<file path="src/sync_fifo.sv">
`timescale 1ns/1ns

module sync_fifo #(
    parameter int WIDTH = 128,
    parameter int DEPTH = 4
) (
    input  logic             clk,
    input  logic             rst_n,
    input  logic             i_wr,
    input  logic [WIDTH-1:0] i_din,
    input  logic             i_rd,
    output logic [WIDTH-1:0] o_dout,
    output logic             o_empty,
    output logic             o_full
);

    localparam int AW = (DEPTH > 1) ? $clog2(DEPTH) : 1;

    logic [WIDTH-1:0] mem [DEPTH];
    logic [AW-1:0]    wr_ptr;
    logic [AW-1:0]    rd_ptr;
    logic [AW:0]      count;
    logic             do_wr;
    logic             do_rd;

    // writes to a full fifo and reads from an empty one are dropped
    assign do_wr   = i_wr & ~o_full;
    assign do_rd   = i_rd & ~o_empty;
    assign o_empty = (count == '0);
    assign o_full  = (count == (AW + 1)'(DEPTH));

    // head word falls through; zero while empty
    assign o_dout = o_empty ? '0 : mem[rd_ptr];

    always_ff @(posedge clk) begin
        if (!rst_n) begin
            wr_ptr <= '0;
            rd_ptr <= '0;
            count  <= '0;
        end else begin
            if (do_wr) begin
                wr_ptr <= (wr_ptr == AW'(DEPTH - 1)) ? '0 : wr_ptr + 1'b1;
            end
            if (do_rd) begin
                rd_ptr <= (rd_ptr == AW'(DEPTH - 1)) ? '0 : rd_ptr + 1'b1;
            end
            count <= count + (AW + 1)'(do_wr) - (AW + 1)'(do_rd);
        end
    end

    always_ff @(posedge clk) begin
        if (do_wr) begin
            mem[wr_ptr] <= i_din;
        end
    end

endmodule

</file>
<file path="config.mk">
export PLATFORM = sky130hd
export DESIGN_NAME = sync_fifo
export DESIGN_NICKNAME = d
export VERILOG_FILES = /design/src/sync_fifo.sv
export SDC_FILE = /design/constraint.sdc
export NUM_CORES = 1
export LEC_CHECK = 0
export ABC_CLOCK_PERIOD_IN_PS = 4300
export BUFFER_PORTS_ARGS = -buffer_cell sky130_fd_sc_hd__buf_2
export CAP_MARGIN = 20
export CELL_PAD_IN_SITES_DETAIL_PLACEMENT = 2
export CELL_PAD_IN_SITES_GLOBAL_PLACEMENT = 2
export CORE_UTILIZATION = 40
export CTS_CLUSTER_SIZE = 28
export DETAILED_ROUTE_END_ITERATION = 7
export GPL_TIMING_DRIVEN = 0
export PLACE_DENSITY = 0.8
export SETUP_SLACK_MARGIN = 0.2
export SLEW_MARGIN = 15
export SYNTH_ARGS = -nofsm -noshare
export SYNTH_HDL_FRONTEND = slang
export SYNTH_SLANG_ARGS = --single-unit
</file>
<file path="constraint.sdc">
create_clock -name clk -period 4.3 [get_ports clk]
set_input_delay 0.43 -clock clk [delete_from_list [all_inputs] [get_ports clk]]
set_output_delay 0.43 -clock clk [all_outputs]
set_load 0.01 [all_outputs]
</file>
# Word-level counts from Yosys, hierarchy flattened
# Memories as Yosys holds them, arrays and structs flattened. A register that Yosys moved wholly into a read port is not among the register bits.
# Index checks and enable logic that the tools add are counted.
[word_totals]
word_cells = 23
memories = 1
ff_bits = 7
mem_bits_rw = 512
[memory_table]
columns = ["name", "words", "word_bits", "read_ports", "rd_clocked_by_memory_dff", "wr", "line_no", "text"]
rows = [
  ["mem", 4, 128, 1, 1, 1, "19", "logic [WIDTH-1:0] mem [DEPTH];"],
]
[op_classes]
bitwise_logic = 4
mux = 7
n_eq_ne = 3
n_reduce_logical = 1
n_addsub = 4
[ops]
columns = ["cell", "n"]
rows = [
  ["128-bit 2-to-1 mux", 1],
  ["2-bit 2-to-1 mux", 4],
  ["2-bit by 1-bit adder with 2-bit output (second input constant)", 2],
  ["2-bit == test (second input constant)", 2],
  ["3-bit by 1-bit adder with 3-bit output", 1],
  ["3-bit == test (second input constant)", 1],
  ["3-bit logical NOT", 1],
  ["3-bit by 1-bit subtractor with 3-bit output", 1],
  ["1-bit bitwise AND", 2],
  ["1-bit 2-to-1 mux", 2],
  ["1-bit NOT", 2],
]

# Longest topological paths before layout
# Gate-level depths: netlist (run 1).
[depth]
word_depth = 5
depth_mapped = 11
ltp_nobuf = 10

# Worst setup path before layout (run 1)
# Ideal clock, no wire load.
[synth_path]
path_kind = "reg2reg"
startpoint = "register count[2]"
endpoint = "memory mem[1][0] (enable)"
path_stages_with_launch = 5
path_slack_ns = -0.026
t_arrival_ns = 3.824
n_path_buf = 1
cell_sequence = "dfxtp_1 > nor3b_1 > nor2b_1 > clkbuf_1 > and2_1"
[synth_via]
elab_chain_cells = 5
[synth_lines]
columns = ["item", "line_no", "text"]
rows = [
  ["start: declaration", "22", "logic [AW:0] count;"],
  ["start signal: assignment", "47", "count <= count + (AW + 1)'(do_wr) - (AW + 1)'(do_rd);"],
  ["3-bit == test", "30", "assign o_full = (count == (AW + 1)'(DEPTH));"],
  ["via o_full", "14", "output logic o_full"],
  ["1-bit NOT", "27", "assign do_wr = i_wr & ~o_full;"],
  ["1-bit bitwise AND", "27", ""],
  ["1-bit 2-to-1 mux", "52", "if (do_wr) begin"],
  ["1-bit 2-to-1 mux (implied by the code)", "53", "mem[wr_ptr] <= i_din;"],
  ["end: declaration", "19", ""],
]
# The timed path passes the listed nets, and every way through them passes these cells.

# Worst setup path after layout (run 1)
[layout_path]
startpoint = "register count[1]"
endpoint = "output port o_dout[25]"
[layout_via]
elab_chain_cells = 2
[layout_lines]
columns = ["item", "line_no", "text"]
rows = [
  ["3-bit logical NOT", "29", "assign o_empty = (count == '0);"],
  ["128-bit 2-to-1 mux", "33", "assign o_dout = o_empty ? '0 : mem[rd_ptr];"],
  ["end: declaration", "12", "output logic [WIDTH-1:0] o_dout,"],
]
# No other way between the ends.

==> impl_metrics.py, run 1 <==
metrics = {
    "hold_path": {
        "min_to": "mem[2][120]",
        "hold-path-cell-count": 1,
        "min_from": "i_din[120]",
        "hp-class": "in2reg",
    },
    "cts": {
        "clk_latency_ns": 0.60,
        "path_clk_slew_ns": 0.06,
        "cts.path.max_buffers": 3,
        "cts_hold_buf": 0,
        "cts_resized": 0,
        "cts.sinks": 521,
        "cts_max_level": 2,
        "post_cts_buffers": 0,
        "numCtsBuffers": 55,
        "cts_tree": "yes",
        "clockRootBuffer": "clkbuf_16",
    },
    "power": {
        "total_power_w": 0.0149,
        "switchingPower_w": 0.00430,
        "cellPowerDensity_mw_per_mm2": 621,
        "power.internal_w": 0.0106,
        "power_leakage_nw": 8.15,
        "comb_power_share_pct": 27.1,
        "power_frac_clock_pct": 30.5,
        "swShare_pct": 28.9,
        "power_frac_seq_pct": 42.4,
        "peakVddDrop_uv": 363,
    },
    "logic_synthesis": {
        "syn_nets": 1002,
        "synth_top_cell_area_share_pct": 77.6,
        "synth_area_leader_cell": "edfxtp_1",
        "yosysWarnings": 0,
        "ys_ff_latch": 521,
        "netlist_area_mm2": 0.0198,
        "syn_area_per_cell_um2": 23.0,
        "yosys-top-cells-area": "edfxtp_1, mux4_2, nor2b_1",
        "synthCells": 862,
        "yosysUniqueCellTypes": 21,
        "yosysSeqAreaShare_pct": 78.5,
    },
    "detailed_routing": {
        "drc_errors": 0,
        "ant_nets": 0,
        "first_iter_violations": 498,
        "avgRoutedWirePerCell_um": 25.2,
        "finalWirelength_mm": 48.1,
        "routed_via_density": 5.09,
        "num_vias": 9698,
        "firstDrtPassIters": 5,
    },
    "place": {
        "dpl_cell_area_mm2": 0.0223,
        "dp_slack_ns": 1.31,
        "dp.cells": 1799,
        "gp_congestion": 0.691,
        "dp_hpwl_mm": 32.0,
        "io_buffers": 261,
    },
    "timing": {
        "slew_headroom_pct": 31.6,
        "finalCritPeriodShare_pct": 79.3,
        "timing.hold.ws_ns": 0.0427,
        "drv_slew": 0,
        "rsz0062_at_grt": "no",
        "tightest_slew_ns": 1.03,
        "hold_viol": 0,
        "finalCriticalPeriod_ns": 3.41,
        "setup_slack_ns": 0.888,
        "clock_skew_ns": 0.0166,
        "finalSetupViolations": 0,
        "clock.fmax_mhz": 293,
    },
    "grt": {
        "track_usage_pct": 19.4,
        "grt_first_pass_wirelength_mm": 71.2,
        "overflow": 0,
        "grt_max_degree": 45,
        "antenna_found_initial": 14,
        "grt_pass1_vias": 11100,
    },
    "worst_setup_path": {
        "cp-start-kind": "flip-flop",
        "worst_ep_arrival_time_ns": 2.98,
        "r2r-start": "count[2]",
        "worst-path-max-fanout": 10,
        "required_ns": 3.87,
        "crit_path_end_kind": "primary output",
        "criticalPathCategory": "reg2out",
        "rrSetupSlack_ns": 1.77,
        "ff2ff_path_depth": 11,
        "regToRegEndpoint": "count[2]",
    },
    "floorplanning": {
        "start_util_pct": 40.6,
        "dieHeight_um": 225,
        "die-area_mm2": 0.0504,
        "chipWidth_um": 225,
        "core_mm2": 0.0488,
        "io_pins": 262,
        "rows": 81,
    },
    "layout": {
        "syn_to_final_growth_pct": 21.1,
        "layout.cells.non_filler": 1907,
        "drive_gt1_share_pct": 41.2,
        "fillers": 4336,
        "post-route-cell-area_mm2": 0.0240,
        "finalNetCount": 1332,
    },
    "run": {
        "drv_cap": 0,
    },
    "status": {
        "status": "finished clean",
    },
}
-- sequential cells by signal, summed over array words and instances (netlist names), named ones only --
name and cells:
mem 512, count 3, rd_ptr 2, wr_ptr 2
-- critical path, cell delays in order (launching register included) --
cell and delay (ns):
dfxtp_1 0.35, nor3_2 0.32, clkbuf_1 0.80, clkbuf_1 0.57
nor2b_1 0.16, buf_2 0.18
-- synthesized netlist by cell type, drive strengths merged --
master  count
mux2i       2
nor2b     129
dfxtp       9
o21ai       2
clkbuf     17
o31a        1
and2        7
inv         6
xnor2       2
nand3       2
nor3b       1
fa          1
edfxtp    512
nand2       6
ha          7
buf        27
nor3        1
mux4      128
nor2        2
-- worst max path at each step --
stage,to,depth (start not counted),start
after floorplan,mem[0][0],4,count[2]
after global placement,mem[0][54],4,i_wr
after detailed placement,o_dout[17],5,count[1]
after CTS,o_dout[15],5,count[1]
after global routing,o_dout[11],5,count[1]
final,o_dout[25],5,count[1]
-- per-stage QoR --
step	setup TNS, ns	utilization (%)
global route	0	49.1
finish	0	49.1
global placement	-59.97	44.9
floorplan	0	-
CTS	0	49.1
detailed placement	0	45.6
-- layout make-up --
| cell class | count | area (µm²) | area share (%) |
|---|---|---|---|
| diodes | 6 | 15.0 | 0.0626 |
| plain buffers | 44 | 279 | 1.16 |
| clock buffers | 72 | 1470 | 6.13 |
| clock inverters | 30 | 246 | 1.03 |
| inverters | 6 | 22.5 | 0.0939 |
| multi-input cells | 291 | 3970 | 16.5 |
| flip-flops and latches | 521 | 15600 | 64.9 |
| well taps | 664 | 831 | 3.46 |
| repair buffers | 273 | 1600 | 6.67 |
-- power by group through the flow --
stage	sequential [W]	combinational, W	clock [W]
floorplan	0.00638	0.00245	0
global placement	0.00643	0.00393	0
detailed placement	0.00643	0.00414	0
CTS	0.00633	0.00418	0.00467
global route	0.00636	0.00438	0.00483
finish	0.00632	0.00404	0.00454
-- logic make-up (layout without fill, tap and decap cells) --
logic type,after synthesis,count (layout),share of synthesized area (%)
AND/OR/NAND/NOR,148,148,4.59
other,0,6,0
flip-flops,521,521,78.5
AO/OA/AOI/OAI,3,3,0.0947
XOR/XNOR,2,2,0.0884
multiplexers,130,130,14.7
buffers and inverters,50,425,1.52
adder cells (fa/ha/maj),8,8,0.543
-- cells in the final DEF (no fill, tap or decap), drive strengths merged --
cell type / n
ha: 7
inv: 8
nor2b: 129
edfxtp: 512
fa: 1
buf: 300
nand3: 2
nor3b: 1
and2: 7
dfxtp: 9
nor2: 2
nand2: 6
o21ai: 2
clkbuf: 89
clkinv: 24
mux4: 128
nor3: 1
xnor2: 2
o31a: 1
mux2i: 2
bufinv: 4
diode: 6
-- per-layer routing --
layer	wire (µm)	track usage [%]	up-vias
met5	121	0	-
met4	1070	5.77	18
met3	2980	5.25	90
met2	25300	34.2	290
met1	18700	23.1	5109
li1	-	-	4191
(Power assumes the default switching activity.)
==> inputs of run 2 (changes only) <==
Settings changed: ABC_AREA set to 1, ABC_CLOCK_PERIOD_IN_PS 4300 to 2800, CORE_UTILIZATION 40 to 34, PLACE_DENSITY 0.8 to 0.81.
Clock period 4.3 ns to 2.8 ns, I/O delays scaled along.
==> impl_metrics.py, run 2 <==
metrics = {
    "logic_synthesis": {
        "synthArstFlopShare_pct": 0,
        "yosysWarnings": 0,
        "synth_area_leader_cell": "edfxtp_1",
        "yosysUniqueCellTypes": 16,
        "syn_area_per_cell_um2": 10.5,
        "yosysMostFrequentCell": "nand2_1",
        "ys_ff_latch": 521,
        "synth-main-ff-cell": "edfxtp_1",
        "yosys-top-cells-area": "edfxtp_1, nand2_1, nor2_1",
        "syn_nets": 2226,
        "yosys-top-cells-count": "nand2_1, nor2_1, edfxtp_1, inv_1, a21oi_1",
        "synth-edff-count": 512,
        "synth_top_cell_area_share_pct": 70.0,
        "netlist_area_mm2": 0.0220,
        "yosysSeqAreaShare_pct": 70.8,
        "synthCells": 2086,
    },
    "layout": {
        "mostFrequentLayoutCells": "nand2_1, nor2_1, edfxtp_1, buf_2, inv_1",
        "largest_reg_flops": 512,
        "finalNetCount": 2708,
        "post-route-cell-area_mm2": 0.0285,
        "fin_util_pct": 45.0,
        "drive_gt1_share_pct": 19.2,
        "top_register": "mem",
        "largestRegisters": "mem x512, count x3",
        "syn_to_final_growth_pct": 30.0,
        "layout.cells.non_filler": 3468,
        "final_common_cell": "nand2_1",
    },
    "cts": {
        "cts.sinks": 521,
        "cts_max_level": 2,
        "post_cts_buffers": 0,
        "numCtsBuffers": 58,
        "clk_latency_ns": 0.62,
        "cts.path.max_buffers": 3,
        "path_clk_slew_ns": 0.06,
        "cts_tree": "yes",
        "clockRootBuffer": "clkbuf_16",
    },
    "detailed_routing": {
        "first_iter_violations": 809,
        "ant_nets": 0,
        "num_vias": 16700,
        "drc_errors": 0,
        "firstDrtPassIters": 5,
        "finalWirelength_mm": 79.9,
        "avgRoutedWirePerCell_um": 23.0,
        "routed_via_density": 4.82,
    },
    "grt": {
        "track_usage_pct": 24.2,
        "overflow": 0,
        "antenna_found_initial": 10,
        "grt_first_pass_wirelength_mm": 119,
        "use_met2_pct": 44.8,
        "grt_max_degree": 23,
        "grt_pass1_vias": 19400,
        "top_usage_layer": "met2",
        "use_met1_pct": 27.9,
        "grtUsageMet3_pct": 3.66,
    },
    "worst_setup_path": {
        "worst-path-max-fanout": 10,
        "crit_path_end_kind": "primary output",
        "criticalPathCategory": "reg2out",
        "crit_end": "o_dout[46]",
        "worst_ep_arrival_time_ns": 2.29,
        "rrSetupSlack_ns": 0.51,
        "required_ns": 2.52,
        "cp-start-kind": "flip-flop",
        "regToRegEndpoint": "mem[3][37]",
        "r2r-start": "count[1]",
        "ff2ff_path_depth": 8,
    },
    "floorplanning": {
        "chipWidth_um": 256,
        "rows": 92,
        "die-area_mm2": 0.0656,
        "start_util_pct": 34.6,
        "io_pins": 262,
        "core_mm2": 0.0634,
        "dieHeight_um": 256,
    },
    "hold_path": {
        "hp-class": "in2reg",
    },
    "timing": {
        "tns_ns": 0,
        "drv_slew": 0,
        "tightest_slew_ns": 0.636,
        "finalSetupViolations": 0,
        "hold_viol": 0,
        "clock_skew_ns": 0.0178,
        "finalCriticalPeriod_ns": 2.57,
        "slew_headroom_pct": 57.5,
        "finalCritPeriodShare_pct": 91.8,
        "rsz0062_at_grt": "yes",
        "clock.fmax_mhz": 389,
    },
    "status": {
        "status": "finished clean",
    },
    "power": {
        "total_power_w": 0.0284,
        "peakVddDrop_uv": 830,
        "cellPowerDensity_mw_per_mm2": 995,
        "power_leakage_nw": 11.9,
    },
    "run": {
        "drv_cap": 0,
    },
    "place": {
        "dp_hpwl_mm": 50.6,
        "dpl_cell_area_mm2": 0.0251,
        "io_buffers": 261,
        "dp.cells": 3224,
        "gp_congestion": 0.743,
    },
}
## run 2: cell types whose count changed after synthesis, sizes merged, moves of 64 or more
cell   before  now
nor2        2  526
nand2       6  527
inv         6  273
a21oi       0  129
nor2b     129    0
mux4      128    0
buf        27   91
## run 2: where the power goes
part	switching, W	internal (W)	leakage (nW)
registers	0.000254	0.00954	4.76
clock network	0.00329	0.00478	0.958
logic	0.00718	0.00337	6.14
total	0.0107	0.0177	11.9
## run 2: layer usage
layer,share of wire [%],vias up
met2,53,437
li1,-,7601
met1,40,8481
met3,3.8,168
met5,0.10,-
met4,3.2,12
## run 2: through the flow
stage | setup WS, ns | hold WS (ns)
3_3_place_gp | -2.12 | 0.488
6_report | 0.231 | 0.109
2_1_floorplan | -0.118 | 0.373
5_1_grt | 0.167 | 0.124
4_1_cts | 0.123 | 0.0757
3_5_place_dp | 0.468 | 0.498
## run 2: how the worst min path moves through the flow
stage                     slack [ns]      start    endpoint  depth (start not counted)
after floorplan                 0.37      rst_n    count[1]                          2
after global placement          0.49  i_din[21]  mem[1][21]                          1
after detailed placement        0.50  i_din[63]  mem[3][63]                          1
after CTS                       0.08       i_wr   wr_ptr[0]                          4
after global routing            0.12       i_wr   wr_ptr[0]                          4
final                           0.11       i_wr   wr_ptr[0]                          4
## run 2: timing repair
action	4_1_cts	5_1_grt
hold buffers	130	0
endpoints found under the setup margin	120	87
pin swaps	0	1
endpoints found under the hold margin	521	0
resized for setup	20	33
## run 2: critical path, stage by stage (launching register included)
cell	delay, ns
dfxtp_1	0.31
buf_4	0.17
buf_8	0.23
buf_6	0.20
nor2_1	0.07
nor2_1	0.11
nand2_1	0.09
a21oi_1	0.25
buf_2	0.23
## run 2: cells by family (layout without fill, tap and decap cells)
family          count (synthesis)  in the layout  share of synthesized area (%)
simple gates                 1054           1054                           18.0
fa+ha+maj                       8              8                          0.490
flops                         521            521                           70.8
other cells                     0              4                              0
compound gates                130            130                           2.96
buf+inv                       372            904                           7.66
xor+xnor                        1              1                         0.0399
## run 2: layout make-up
type	instances	area [µm²]
antenna	4	10.0
buffer	99	731
clock buffer	71	1560
clock inverter	39	412
fill	6521	34900
inverter	273	1020
multi-input combinational	1193	4840
sequential	521	15600
tap	846	1060
timing repair buffer	422	3340
==> inputs of run 3 (changes only) <==
Settings changed: ABC_AREA 1 to not set, BUFFER_PORTS_ARGS -buffer_cell sky130_fd_sc_hd__buf_2 to -buffer_cell sky130_fd_sc_hd__buf_4, CORE_UTILIZATION 34 to 40, PLACE_DENSITY 0.81 to 0.8.
==> impl_metrics.py, run 3 (same netlist as run 1, synthesis figures left out) <==
metrics = {
    "layout": {
        "final_common_cell": "edfxtp_1",
        "finalNetCount": 1463,
        "multi_input_area_mm2": 0.00397,
        "mostFrequentLayoutCells": "edfxtp_1, buf_4, nor2b_1, dlygate4sd3_1, mux4_2",
        "top_register": "mem",
        "regArea_mm2": 0.0156,
        "drive_gt1_share_pct": 39.0,
        "largestRegisters": "mem x512, count x3",
        "fillers": 4131,
        "post-route-cell-area_mm2": 0.0262,
        "syn_to_final_growth_pct": 32.4,
        "largest_reg_flops": 512,
    },
    "worst_setup_path": {
        "path_buf_inv": 3,
        "worstPathCellList": "buf_12, buf_12, mux4_2, nor2b_1, buf_4",
        "regToRegEndpoint": "count[2]",
        "required_ns": 2.52,
        "worst-path-stages": 5,
        "r2r-start": "count[2]",
        "cpLargestDelayFamily": "multiplexers",
        "cpMaxStageDelayCell": "mux4_2",
        "crit_end": "o_dout[124]",
        "ff2ff_path_depth": 11,
        "worst-path-max-fanout": 10,
        "cp_common_cell": "buf_12",
        "crit_path_end_kind": "primary output",
        "slowest_delay_ns": 0.55,
        "worst_ep_arrival_time_ns": 2.28,
        "cp-start-kind": "flip-flop",
        "criticalPathCategory": "reg2out",
        "rrSetupSlack_ns": 0.36,
    },
    "timing": {
        "finalCritPeriodShare_pct": 91.3,
        "hold_viol": 0,
        "clock_skew_ns": 0.0226,
        "drv_slew": 0,
        "tightest_slew_ns": 0.568,
        "setup_slack_ns": 0.242,
        "finalCriticalPeriod_ns": 2.56,
        "finalSetupViolations": 0,
        "timing.hold.ws_ns": 0.190,
        "tns_ns": 0,
        "rsz0062_at_grt": "yes",
        "clock.fmax_mhz": 391,
        "slew_headroom_pct": 62.1,
    },
    "hold_path": {
        "hp-class": "in2reg",
    },
    "cts": {
        "numCtsBuffers": 55,
        "clk_latency_ns": 0.60,
        "cts_max_level": 2,
        "clockRootBuffer": "clkbuf_16",
        "post_cts_buffers": 0,
        "cts.sinks": 521,
        "path_clk_slew_ns": 0.06,
        "cts_tree": "yes",
        "cts.path.max_buffers": 3,
    },
    "grt": {
        "grt_pass1_vias": 11900,
        "antenna_found_initial": 3,
        "track_usage_pct": 21.9,
        "overflow": 0,
        "grt_first_pass_wirelength_mm": 80.3,
        "grt_max_degree": 39,
    },
    "power": {
        "power_leakage_nw": 8.99,
        "peakVddDrop_uv": 703,
        "total_power_w": 0.0247,
        "cellPowerDensity_mw_per_mm2": 940,
    },
    "detailed_routing": {
        "avgRoutedWirePerCell_um": 27.1,
        "num_vias": 10300,
        "finalWirelength_mm": 54.9,
        "routed_via_density": 5.09,
        "drc_errors": 0,
        "first_iter_violations": 593,
        "firstDrtPassIters": 6,
        "ant_nets": 0,
    },
    "place": {
        "gp_congestion": 0.682,
        "io_buffers": 261,
        "dp_hpwl_mm": 32.2,
        "dpl_cell_area_mm2": 0.0229,
        "dp_slack_ns": -0.0536,
    },
    "floorplanning": {
        "chipWidth_um": 225,
        "start_util_pct": 40.6,
        "dieHeight_um": 225,
        "die-area_mm2": 0.0504,
        "rows": 81,
        "io_pins": 262,
        "core_mm2": 0.0488,
    },
    "status": {
        "status": "finished clean",
    },
    "run": {
        "drv_cap": 0,
    },
}
-- run 3: where the power goes --
| part | switching (W) | total [W] | internal, W |
|---|---|---|---|
| Clock | 0.00306 | 0.00747 | 0.00441 |
| Sequential | 0.000274 | 0.00976 | 0.00948 |
| Combinational | 0.00376 | 0.00744 | 0.00368 |
| Total | 0.00710 | 0.0247 | 0.0176 |
-- run 3: worst min path at each step --
stage	from	to	depth (start not counted)
after CTS	i_rd	rd_ptr[0]	3
after global placement	i_din[2]	mem[3][2]	1
after global routing	i_rd	flip-flop	3
after floorplan	i_din[0]	mem[0][0]	0
final	i_rd	flip-flop	3
after detailed placement	i_din[98]	mem[0][98]	1
-- run 3: final cells by class --
cell class / count / area share [%]
diodes: 1 / 0.00954
plain buffers: 44 / 1.74
clock buffers: 61 / 5.33
clock inverters: 37 / 1.55
inverters: 6 / 0.0858
multi-input cells: 291 / 15.1
flip-flops and latches: 521 / 59.3
well taps: 664 / 3.17
repair buffers: 404 / 13.7
-- run 3: timing repair --
| action | CTS | global route |
|---|---|---|
| gates cloned | 0 | 2 |
| setup endpoints to repair | 193 | 120 |
| endpoints found under the hold margin | 514 | 0 |
| hold buffers | 129 | 0 |
| gates resized for setup | 40 | 25 |
-- run 3: worst reg2reg max path: stages (launching register included) --
cell and delay [ns]:
dfxtp_1 0.42, nor3b_1 0.34, nor2b_1 0.09, clkbuf_2 0.20, inv_1 0.09, ha_1 0.13
inv_1 0.04, ha_1 0.18, fa_1 0.42, xnor2_1 0.15, xnor2_1 0.13, and2_1 0.15
-- run 3: per-stage QoR --
stage | utilization (%) | std cells
finish | 53.7 | 2029
global route | 53.7 | 2029
global placement | 46.3 | 1787
floorplan | - | 862
detailed placement | 46.9 | 1799
CTS | 53.4 | 2026
-- run 3: routing by layer --
layer	GRT usage, %	wire length, µm
met1	27.1	21800
met2	39.0	29200
met3	5.20	3110
met4	5.05	813
met5	0	13
